--- config.mk ---
export PLATFORM = sky130hd
export DESIGN_NAME = cpu
export DESIGN_NICKNAME = d
export VERILOG_FILES = /design/src/hdl/cpu_pkg.sv /design/src/hdl/alu.sv /design/src/hdl/decoder.sv /design/src/hdl/hazard_unit.sv /design/src/hdl/next_pc.sv /design/src/hdl/reg_file.sv /design/src/hdl/cpu.sv
export SDC_FILE = /design/constraint.sdc
export NUM_CORES = 2
export LEC_CHECK = 0
export ABC_AREA = 1
export BUFFER_PORTS_ARGS = -buffer_cell sky130_fd_sc_hd__buf_2
export CAP_MARGIN = 20
export CELL_PAD_IN_SITES_DETAIL_PLACEMENT = 1
export CELL_PAD_IN_SITES_GLOBAL_PLACEMENT = 1
export CORE_MARGIN = 2
export CORE_UTILIZATION = 47
export DETAILED_ROUTE_END_ITERATION = 7
export PLACE_DENSITY_LB_ADDON = 0.1
export SLEW_MARGIN = 20
export SYNTH_ARGS = -nofsm -noshare
export SYNTH_HDL_FRONTEND = slang
export SYNTH_SLANG_ARGS = --single-unit
--- constraint.sdc ---
create_clock -name clk -period 6.1 [get_ports clk]
set_clock_uncertainty 0.2 [all_clocks]
set_input_delay 0.915 -clock clk [delete_from_list [all_inputs] [get_ports clk]]
set_output_delay 0.915 -clock clk [all_outputs]
set_load 0.05 [all_outputs]
--- src/hdl/cpu_pkg.sv ---
`default_nettype none

package cpu_pkg;

	typedef logic [31:0] word_t;
	typedef logic [4:0] reg_addr_t;

	localparam word_t RESET_PC = 32'h0000_3000;

	// Primary opcodes
	localparam logic [5:0] OP_SPECIAL = 6'h00;
	localparam logic [5:0] OP_J = 6'h02;
	localparam logic [5:0] OP_JAL = 6'h03;
	localparam logic [5:0] OP_BEQ = 6'h04;
	localparam logic [5:0] OP_BNE = 6'h05;
	localparam logic [5:0] OP_ORI = 6'h0d;
	localparam logic [5:0] OP_LUI = 6'h0f;
	localparam logic [5:0] OP_LW = 6'h23;
	localparam logic [5:0] OP_SW = 6'h2b;

	// Function field of SPECIAL
	localparam logic [5:0] FN_SLL = 6'h00;
	localparam logic [5:0] FN_JR = 6'h08;
	localparam logic [5:0] FN_ADDU = 6'h21;
	localparam logic [5:0] FN_SUBU = 6'h23;
	localparam logic [5:0] FN_AND = 6'h24;
	localparam logic [5:0] FN_OR = 6'h25;
	localparam logic [5:0] FN_SLT = 6'h2a;

	typedef enum logic [2:0] {ALU_ADD, ALU_SUB, ALU_AND, ALU_OR, ALU_SLT, ALU_SLL, ALU_LUI} alu_op_t;
	typedef enum logic [1:0] {FWD_ORIG, FWD_E, FWD_M, FWD_W} fwd_sel_t;
	typedef enum logic [2:0] {NPC_SEQ, NPC_BEQ, NPC_BNE, NPC_J, NPC_JR} npc_mode_t;
	typedef enum logic [1:0] {WB_ALU, WB_LOAD, WB_RA} wb_sel_t;
	typedef enum logic {EXT_SIGN, EXT_ZERO} ext_mode_t;

	typedef struct packed {
		reg_addr_t rs;
		reg_addr_t rt;
		reg_addr_t rd;
		logic reg_we;
		alu_op_t alu_op;
		logic alu_imm;
		ext_mode_t ext_mode;
		logic mem_read;
		logic mem_write;
		wb_sel_t wb_sel;
		npc_mode_t npc_mode;
		// Where each source is first needed
		logic rs_use_d;
		logic rt_use_d;
		logic rs_use_e;
		logic rt_use_e;
	} ctrl_t;

	typedef struct packed {
		word_t pc;
		ctrl_t ctrl;
		logic valid;
		word_t op1;
		word_t op2;
		word_t imm;
	} de_reg_t;

	typedef struct packed {
		word_t pc;
		ctrl_t ctrl;
		logic valid;
		word_t alu_y;
		word_t store_data;
	} em_reg_t;

	typedef struct packed {
		word_t pc;
		ctrl_t ctrl;
		logic valid;
		word_t alu_y;
		word_t load_data;
	} mw_reg_t;

endpackage

`default_nettype wire

--- src/hdl/alu.sv ---
`timescale 1ns/1ps
`default_nettype none

module alu import cpu_pkg::*; (
	input wire word_t a,
	input wire word_t b,
	input wire alu_op_t op,
	input wire logic [4:0] shamt,
	output word_t y
);

	logic less;

	// Signed compare for slt
	assign less = ($signed(a) < $signed(b));

	always_comb begin
		case (op)
			ALU_ADD: y = a + b;
			ALU_SUB: y = a - b;
			ALU_AND: y = a & b;
			ALU_OR: y = a | b;
			ALU_SLT: y = {31'd0, less};
			ALU_SLL: y = b << shamt;
			ALU_LUI: y = {b[15:0], 16'h0000};
			default: y = '0;
		endcase
	end

endmodule

`default_nettype wire

--- src/hdl/decoder.sv ---
`timescale 1ns/1ps
`default_nettype none

module decoder import cpu_pkg::*; (
	input wire word_t instr,
	output ctrl_t ctrl
);

	logic [5:0] opcode;
	logic [5:0] funct;

	assign opcode = instr[31:26];
	assign funct = instr[5:0];

	always_comb begin
		// Anything not matched below stays a no-op
		ctrl = '0;
		ctrl.rs = instr[25:21];
		ctrl.rt = instr[20:16];
		case (opcode)
			OP_SPECIAL: begin
				ctrl.rd = instr[15:11];
				ctrl.reg_we = 1'b1;
				ctrl.rs_use_e = 1'b1;
				ctrl.rt_use_e = 1'b1;
				case (funct)
					FN_ADDU: ctrl.alu_op = ALU_ADD;
					FN_SUBU: ctrl.alu_op = ALU_SUB;
					FN_AND: ctrl.alu_op = ALU_AND;
					FN_OR: ctrl.alu_op = ALU_OR;
					FN_SLT: ctrl.alu_op = ALU_SLT;
					FN_SLL: begin
						ctrl.alu_op = ALU_SLL;
						ctrl.rs_use_e = 1'b0;
					end
					FN_JR: begin
						ctrl.reg_we = 1'b0;
						ctrl.rs_use_e = 1'b0;
						ctrl.rt_use_e = 1'b0;
						ctrl.rs_use_d = 1'b1;
						ctrl.npc_mode = NPC_JR;
					end
					default: begin
						ctrl.reg_we = 1'b0;
						ctrl.rs_use_e = 1'b0;
						ctrl.rt_use_e = 1'b0;
					end
				endcase
			end
			OP_ORI, OP_LUI, OP_LW: begin
				ctrl.rd = instr[20:16];
				ctrl.reg_we = 1'b1;
				ctrl.alu_imm = 1'b1;
				ctrl.rs_use_e = (opcode != OP_LUI);
				ctrl.ext_mode = (opcode == OP_LW) ? EXT_SIGN : EXT_ZERO;
				ctrl.alu_op = (opcode == OP_ORI) ? ALU_OR :
					(opcode == OP_LUI) ? ALU_LUI : ALU_ADD;
				ctrl.mem_read = (opcode == OP_LW);
				ctrl.wb_sel = (opcode == OP_LW) ? WB_LOAD : WB_ALU;
			end
			OP_SW: begin
				ctrl.alu_imm = 1'b1;
				ctrl.mem_write = 1'b1;
				ctrl.rs_use_e = 1'b1;
				// Store data, may still be patched in memory stage
				ctrl.rt_use_e = 1'b1;
			end
			OP_BEQ, OP_BNE: begin
				ctrl.rs_use_d = 1'b1;
				ctrl.rt_use_d = 1'b1;
				ctrl.npc_mode = (opcode == OP_BEQ) ? NPC_BEQ : NPC_BNE;
			end
			OP_J: ctrl.npc_mode = NPC_J;
			OP_JAL: begin
				ctrl.npc_mode = NPC_J;
				ctrl.rd = 5'd31;
				ctrl.reg_we = 1'b1;
				ctrl.wb_sel = WB_RA;
			end
			default: ;
		endcase
	end

endmodule

`default_nettype wire

--- src/hdl/hazard_unit.sv ---
`timescale 1ns/1ps
`default_nettype none

module hazard_unit import cpu_pkg::*; (
	input wire ctrl_t d_ctrl,
	input wire ctrl_t e_ctrl,
	input wire ctrl_t m_ctrl,
	input wire ctrl_t w_ctrl,
	input wire logic e_valid,
	input wire logic m_valid,
	input wire logic w_valid,
	output logic stall,
	output fwd_sel_t fwd_d1,
	output fwd_sel_t fwd_d2,
	output fwd_sel_t fwd_e1,
	output fwd_sel_t fwd_e2,
	output fwd_sel_t fwd_m
);

	// Stage writes a real register that matches r
	function automatic logic hit(input ctrl_t c, input logic v, input reg_addr_t r);
		return v && c.reg_we && (c.rd != 5'd0) && (c.rd == r);
	endfunction

	// Youngest matching stage wins, even when it cannot supply yet
	function automatic fwd_sel_t pick(input logic he, input logic e_ok, input logic hm,
		input logic m_ok, input logic hw);
		if (he)
			return e_ok ? FWD_E : FWD_ORIG;
		if (hm)
			return m_ok ? FWD_M : FWD_ORIG;
		if (hw)
			return FWD_W;
		return FWD_ORIG;
	endfunction

	logic e_ready;
	logic m_ready;
	logic e_rs, e_rt, m_rs, m_rt;
	logic stall_d, stall_e;

	// Only the return address exists while in execute
	assign e_ready = (e_ctrl.wb_sel == WB_RA);
	// Load data is only usable from write-back
	assign m_ready = !m_ctrl.mem_read;

	assign e_rs = hit(e_ctrl, e_valid, d_ctrl.rs);
	assign e_rt = hit(e_ctrl, e_valid, d_ctrl.rt);
	assign m_rs = hit(m_ctrl, m_valid, d_ctrl.rs);
	assign m_rt = hit(m_ctrl, m_valid, d_ctrl.rt);

	// Branch or jr operands needed right now
	assign stall_d = (d_ctrl.rs_use_d && ((e_rs && !e_ready) || (m_rs && !m_ready))) ||
		(d_ctrl.rt_use_d && ((e_rt && !e_ready) || (m_rt && !m_ready)));

	// Load-use into the ALU; store data can wait for the memory stage
	assign stall_e = e_ctrl.mem_read &&
		((d_ctrl.rs_use_e && e_rs) || (d_ctrl.rt_use_e && !d_ctrl.mem_write && e_rt));

	assign stall = stall_d || stall_e;

	always_comb begin
		fwd_d1 = pick(e_rs, e_ready, m_rs, m_ready, hit(w_ctrl, w_valid, d_ctrl.rs));
		fwd_d2 = pick(e_rt, e_ready, m_rt, m_ready, hit(w_ctrl, w_valid, d_ctrl.rt));
		fwd_e1 = pick(1'b0, 1'b0, hit(m_ctrl, m_valid, e_ctrl.rs), m_ready,
			hit(w_ctrl, w_valid, e_ctrl.rs));
		fwd_e2 = pick(1'b0, 1'b0, hit(m_ctrl, m_valid, e_ctrl.rt), m_ready,
			hit(w_ctrl, w_valid, e_ctrl.rt));
		fwd_m = pick(1'b0, 1'b0, 1'b0, 1'b0, hit(w_ctrl, w_valid, m_ctrl.rt));
	end

endmodule

`default_nettype wire

--- src/hdl/next_pc.sv ---
`timescale 1ns/1ps
`default_nettype none

module next_pc import cpu_pkg::*; (
	input wire word_t pc_f,
	input wire word_t pc_d,
	input wire word_t instr_d,
	input wire word_t op1,
	input wire word_t op2,
	input wire npc_mode_t mode,
	output word_t npc
);

	word_t seq_pc;
	word_t slot_pc;
	word_t branch_pc;
	word_t jump_pc;
	logic equal;

	assign seq_pc = pc_f + 32'd4;
	// Delay slot address, base for all decode-stage targets
	assign slot_pc = pc_d + 32'd4;
	assign branch_pc = slot_pc + {{14{instr_d[15]}}, instr_d[15:0], 2'b00};
	assign jump_pc = {slot_pc[31:28], instr_d[25:0], 2'b00};
	assign equal = (op1 == op2);

	always_comb begin
		case (mode)
			NPC_BEQ: npc = equal ? branch_pc : seq_pc;
			NPC_BNE: npc = equal ? seq_pc : branch_pc;
			NPC_J: npc = jump_pc;
			NPC_JR: npc = op1;
			default: npc = seq_pc;
		endcase
	end

endmodule

`default_nettype wire

--- src/hdl/reg_file.sv ---
`timescale 1ns/1ps
`default_nettype none

module reg_file import cpu_pkg::*; (
	input wire logic clk,
	input wire logic reset,
	input wire reg_addr_t raddr1,
	input wire reg_addr_t raddr2,
	input wire reg_addr_t waddr,
	input wire word_t wdata,
	input wire logic we,
	output word_t rdata1,
	output word_t rdata2
);

	word_t regs [32];

	always_ff @(posedge clk) begin
		if (reset) begin
			for (int i = 0; i < 32; i++)
				regs[i] <= '0;
		end else if (we && (waddr != 5'd0)) begin
			regs[waddr] <= wdata;
		end
	end

	// $0 reads as zero regardless of contents
	assign rdata1 = (raddr1 == 5'd0) ? '0 : regs[raddr1];
	assign rdata2 = (raddr2 == 5'd0) ? '0 : regs[raddr2];

endmodule

`default_nettype wire

--- src/hdl/cpu.sv ---
`timescale 1ns/1ps
`default_nettype none

module cpu import cpu_pkg::*; #(
	parameter word_t RESET_PC = cpu_pkg::RESET_PC
) (
	input wire logic clk,
	input wire logic reset,
	input wire word_t imem_data,
	input wire word_t dmem_rdata,
	output word_t imem_addr,
	output word_t dmem_addr,
	output word_t dmem_wdata,
	output logic dmem_we,
	output logic wb_valid,
	output word_t wb_pc,
	output reg_addr_t wb_reg,
	output word_t wb_data
);

	function automatic word_t fwd_mux(input fwd_sel_t sel, input word_t orig,
		input word_t e_val, input word_t m_val, input word_t w_val);
		case (sel)
			FWD_E: return e_val;
			FWD_M: return m_val;
			FWD_W: return w_val;
			default: return orig;
		endcase
	endfunction

	word_t pc_f, npc;
	word_t fd_pc, fd_instr;
	logic fd_valid;
	word_t d_instr, d_imm, rf_rd1, rf_rd2, d_op1, d_op2;
	ctrl_t d_ctrl;
	de_reg_t de_r;
	em_reg_t em_r;
	mw_reg_t mw_r;
	word_t e_ra, e_a, e_rt, e_b, e_y;
	word_t m_result;
	word_t w_data;
	logic stall;
	fwd_sel_t fwd_d1, fwd_d2, fwd_e1, fwd_e2, fwd_m;

	// Fetch
	always_ff @(posedge clk) begin
		if (reset) begin
			pc_f <= RESET_PC;
			fd_valid <= 1'b0;
		end else if (!stall) begin
			pc_f <= npc;
			fd_valid <= 1'b1;
		end
	end

	always_ff @(posedge clk) begin
		if (!stall) begin
			fd_pc <= pc_f;
			fd_instr <= imem_data;
		end
	end

	assign imem_addr = pc_f;

	// Decode; an empty slot decodes as sll $0,$0,0
	assign d_instr = fd_valid ? fd_instr : '0;

	decoder decoder0 (
		.instr(d_instr),
		.ctrl(d_ctrl)
	);

	reg_file reg_file0 (
		.clk(clk),
		.reset(reset),
		.raddr1(d_ctrl.rs),
		.raddr2(d_ctrl.rt),
		.waddr(mw_r.ctrl.rd),
		.wdata(w_data),
		.we(wb_valid),
		.rdata1(rf_rd1),
		.rdata2(rf_rd2)
	);

	assign d_imm = (d_ctrl.ext_mode == EXT_SIGN) ?
		{{16{d_instr[15]}}, d_instr[15:0]} : {16'h0000, d_instr[15:0]};
	assign d_op1 = fwd_mux(fwd_d1, rf_rd1, e_ra, m_result, w_data);
	assign d_op2 = fwd_mux(fwd_d2, rf_rd2, e_ra, m_result, w_data);

	next_pc next_pc0 (
		.pc_f(pc_f),
		.pc_d(fd_pc),
		.instr_d(d_instr),
		.op1(d_op1),
		.op2(d_op2),
		.mode(d_ctrl.npc_mode),
		.npc(npc)
	);

	hazard_unit hazard_unit0 (
		.d_ctrl(d_ctrl),
		.e_ctrl(de_r.ctrl),
		.m_ctrl(em_r.ctrl),
		.w_ctrl(mw_r.ctrl),
		.e_valid(de_r.valid),
		.m_valid(em_r.valid),
		.w_valid(mw_r.valid),
		.stall(stall),
		.fwd_d1(fwd_d1),
		.fwd_d2(fwd_d2),
		.fwd_e1(fwd_e1),
		.fwd_e2(fwd_e2),
		.fwd_m(fwd_m)
	);

	// Stall turns the execute slot into a bubble
	always_ff @(posedge clk) begin
		de_r.pc <= fd_pc;
		de_r.ctrl <= d_ctrl;
		de_r.op1 <= d_op1;
		de_r.op2 <= d_op2;
		de_r.imm <= d_imm;
		if (reset)
			de_r.valid <= 1'b0;
		else
			de_r.valid <= fd_valid && !stall;
	end

	// Execute
	assign e_ra = de_r.pc + 32'd8;
	assign e_a = fwd_mux(fwd_e1, de_r.op1, e_ra, m_result, w_data);
	assign e_rt = fwd_mux(fwd_e2, de_r.op2, e_ra, m_result, w_data);
	assign e_b = de_r.ctrl.alu_imm ? de_r.imm : e_rt;

	alu alu0 (
		.a(e_a),
		.b(e_b),
		.op(de_r.ctrl.alu_op),
		.shamt(de_r.imm[10:6]),
		.y(e_y)
	);

	always_ff @(posedge clk) begin
		em_r.pc <= de_r.pc;
		em_r.ctrl <= de_r.ctrl;
		em_r.alu_y <= e_y;
		em_r.store_data <= e_rt;
		if (reset)
			em_r.valid <= 1'b0;
		else
			em_r.valid <= de_r.valid;
	end

	// Memory
	assign m_result = (em_r.ctrl.wb_sel == WB_RA) ? em_r.pc + 32'd8 : em_r.alu_y;
	assign dmem_addr = em_r.alu_y;
	// Late patch for a load right before the store
	assign dmem_wdata = fwd_mux(fwd_m, em_r.store_data, e_ra, m_result, w_data);
	assign dmem_we = em_r.valid && em_r.ctrl.mem_write;

	always_ff @(posedge clk) begin
		mw_r.pc <= em_r.pc;
		mw_r.ctrl <= em_r.ctrl;
		mw_r.alu_y <= em_r.alu_y;
		mw_r.load_data <= dmem_rdata;
		if (reset)
			mw_r.valid <= 1'b0;
		else
			mw_r.valid <= em_r.valid;
	end

	// Write-back
	always_comb begin
		case (mw_r.ctrl.wb_sel)
			WB_LOAD: w_data = mw_r.load_data;
			WB_RA: w_data = mw_r.pc + 32'd8;
			default: w_data = mw_r.alu_y;
		endcase
	end

	assign wb_valid = mw_r.valid && mw_r.ctrl.reg_we && (mw_r.ctrl.rd != 5'd0);
	assign wb_pc = mw_r.pc;
	assign wb_reg = mw_r.ctrl.rd;
	assign wb_data = w_data;

endmodule

`default_nettype wire

==> summary.txt <==
Critical path
  • Max Fanout on Critical Path: 27
  • Crit start category: flop
  • Cell family with most CP delay: simple AND/OR/NAND/NOR gates
  • Critical path required time: 6670 ps
  • Buf+Inv Stages, Crit Path: 4
  • CP arrival: 6600 ps
  • Max stage delay cell, worst path: edfxtp_1
  • Worst setup EP type: flop
  • Cell mode on critical path: nand2_1
  • R2R cell count: 26
  • Crit Path Class: reg -> reg
  • CP peak stage delay: 760 ps
  • CP Depth: 26

Logic synthesis
  • Post-Syn Area per Cell: 7.47 µm²
  • Post-synth EDFFs: 1,088
  • Synth Cell Area: 0.0863 mm²
  • Yosys reg bits: 1,476
  • Yosys Warn Count: 0
  • Seq/Total Area, Yosys: roughly 47%
  • Cell taking the most area after synthesis: edfxtp_1
  • Post-synth top flop: edfxtp_1
  • Synth top area share: 37.9%
  • Async set-or-reset flop fraction in the synthesized netlist: 0%
  • Area contributors post-synth: edfxtp_1, nand2_1, nand3_1, dfxtp_1, nor2_1
  • Synth Instances: 11,562
  • Yosys cell types: 58

STA
  • Final hold vios: 0
  • Least-Margin Pin Slew: 1270 ps
  • FMAX: 0.166 GHz
  • Slew Viols, Final: 0
  • Crit path time final: 6030 ps
  • Fin crit share: 98.8%
  • Setup violators final: 0
  • Final WS setup: 70.4 ps
  • Rel. slew slack: ~15%

Cells and area
  • Largest Register: reg_file0.regs
  • Nets: 11,896
  • Fill count: 22,702
  • Commonest non-fill, non-tap cells in the layout: nand2_1, nand3_1, nor2_1
  • Biggest regs: reg_file0.regs (1024), de_r (138), em_r (80)
  • Largest register FFs: between 1,000 and 1,500
  • Final std cells w/o fill: 14,234
  • Most common cell after layout, fill and taps aside: nand2_1
  • Fraction of layout cells with a size suffix above 1: 10.1%
  • Post-route cell area: just under 0.1 mm²
  • Area growth syn-to-layout: 13.3%

Routing
  • Initial DRC Count: 14,306
  • DRT antenna net count: 0
  • WL/cell: around 33 µm
  • DRC Markers: 0
  • TritonRoute pass-1 iters: 8
  • Drt via density: 6.59
  • Via count: between 90,000 and 100k
  • DRT Wirelength: approximately 480 mm

Outcome
  • Status: completed

CTS
  • Clock-pin slew on the worst setup and hold paths: 60 ps
  • Clock Sink Count: between 1,000 and 1,500
  • Post-CTS setup buffers: 0
  • CTS root buf: clkbuf_16
  • CTS tree: done
  • Max H-tree Level: 4
  • Clk_lat worst skew: 880 ps
  • CTS buffer count: between 150 and 200
  • Clock tree buffer depth: 3

Floorplanning
  • Initial Utilization: between 40% and 50%
  • Row count: about 160
  • # IOs: 233
  • Die Width: 433 µm
  • Area of the core: 0.183 mm²
  • Die Ht: 433 µm
  • Full die area: 0.187 mm²

Placement
  • PortBufs: 232
  • Placed Area: 0.0919 mm²
  • Detailed placement HPWL: 326 mm
  • Placed insts: about 14,000
  • Routability cong.: 1.07
  • Setup WS pre-CTS: 150 ps

Global routing
  • Initial antenna violation count: 53
  • GRT overflow: 0
  • GR Util All Layers: around half
  • Largest net degree at the start of global routing: 136
  • Vias in the first global route: 93,870
  • First-pass GRT wire length: 663 mm

Power
  • Lkg Pwr: 41.5 nW
  • Power per cell area: 340 mW/mm²
  • Max rail drop VDD: 0.000254 V

Hold path
  • Min-Delay Path Class: in -> reg
  • WHS Path Cells: 1

Job
  • Maxcap violations: 0
## cell type report
class	count	area, µm²	area share, %
Sequential cell	1476	40400	41.4
Multi-Input combinational cell	8525	39900	40.7
Timing Repair Buffer	808	6270	6.42
Clock buffer	227	4690	4.80
Tap cell	2385	2980	3.05
Inverter	713	2720	2.78
Clock inverter	83	791	0.809
Antenna cell	17	42.5	0.0435
## path summary, 6_finish.rpt
path | slack [ps] | to | from
min | 40 | fd_instr[24] | imem_data[24]
max reg2reg | 70 | imem_addr[22] | fd_instr[21]
min reg2reg | 120 | em_r[86] | de_r[118]
max | 70 | imem_addr[22] | fd_instr[21]
## synth_stat cells, drive strengths merged (2+ instances only)
cell / count
nor3b: 2
a21o: 2
dfxtp: 388
a21oi: 594
o22ai: 26
o31ai: 9
o211ai: 226
o21bai: 12
clkinv: 20
o21a: 25
fa: 3
a22o: 2
nand3: 1682
clkbuf: 498
nand3b: 33
and3: 2
inv: 693
nor4: 8
nand4: 58
a211oi: 6
a31oi: 10
buf: 381
o2111ai: 13
or2: 27
mux2i: 2
o221ai: 40
nor3: 50
a21boi: 3
xor2: 100
nor2: 1511
xnor2: 47
edfxtp: 1088
o21ai: 364
nand2: 3481
a311oi: 2
a221oi: 10
a22oi: 5
ha: 135
## power by group
part	switching [mW]	internal, mW
Combinational	8.24	2.30
Clock	4.57	5.83
Sequential	0.866	11.4
## metal layers
layer  part of all wire (%)  wire, µm  track usage [%]  vias to the layer above
met3                     14     67400             16.4                     2019
met1                     36    172000             62.1                    45712
met2                     42    198000             71.9                     7550
met5                  0.052       246                0                        -
met4                    8.1     38400             33.6                       36
li1                       -         -                -                    38522
## timing repair
| item | CTS | global route |
|---|---|---|
| hold buffers | 32 | 0 |
| endpoints found under the setup margin | 0 | 18 |
| hold endpoints to repair | 32 | 0 |
| gates resized for setup | 0 | 24 |
## cell families (layout without fill, tap and decap cells)
| logic type | Yosys count | count (layout) | synth area share [%] |
|---|---|---|---|
| AND/OR/NAND/NOR | 6855 | 6855 | 32.9 |
| XOR/XNOR | 147 | 147 | 1.49 |
| multiplexers | 2 | 2 | 0.0232 |
| adder cells (fa/ha/maj) | 138 | 138 | 2.03 |
| AO/OA/AOI/OAI | 1351 | 1351 | 9.07 |
| flip-flops | 1476 | 1476 | 46.9 |
| other | 1 | 49 | 0.00434 |
| buffers and inverters | 1592 | 1831 | 7.61 |
## per-stage QoR
stage               util [%]  setup TNS (ps)  hold slack (ps)  power, mW
finish                  53.5               0             41.4       33.3
global route            53.5           -46.8             21.1       33.7
CTS                     53.5               0             2.67       32.5
detailed placement      50.3               0              133       22.3
global placement        50.3               0              112       22.2
floorplan                  -               0              110       17.2
## worst reg2reg max path: stages (launching register included)
cell      delay, ps
edfxtp_1        760
nand2_4         330
inv_8           370
buf_4           440
nand2_1         110
o211ai_1        120
nand3_1         120
nand3_1         200
nand3_1         320
nand2_1         180
nand3_1         270
nand2_1         260
nand2_1         300
inv_1           190
nand2_1          70
nand2_1          80
nand2_1         100
nor2_1          100
nand2_1         100
nor2_4          350
nand2_4         140
nand2_4         100
buf_4           200
nand3_1         180
nand3b_1        200
nand2_1          70
a21oi_1         110
Note: power is estimated with default switching activity, not from simulation.
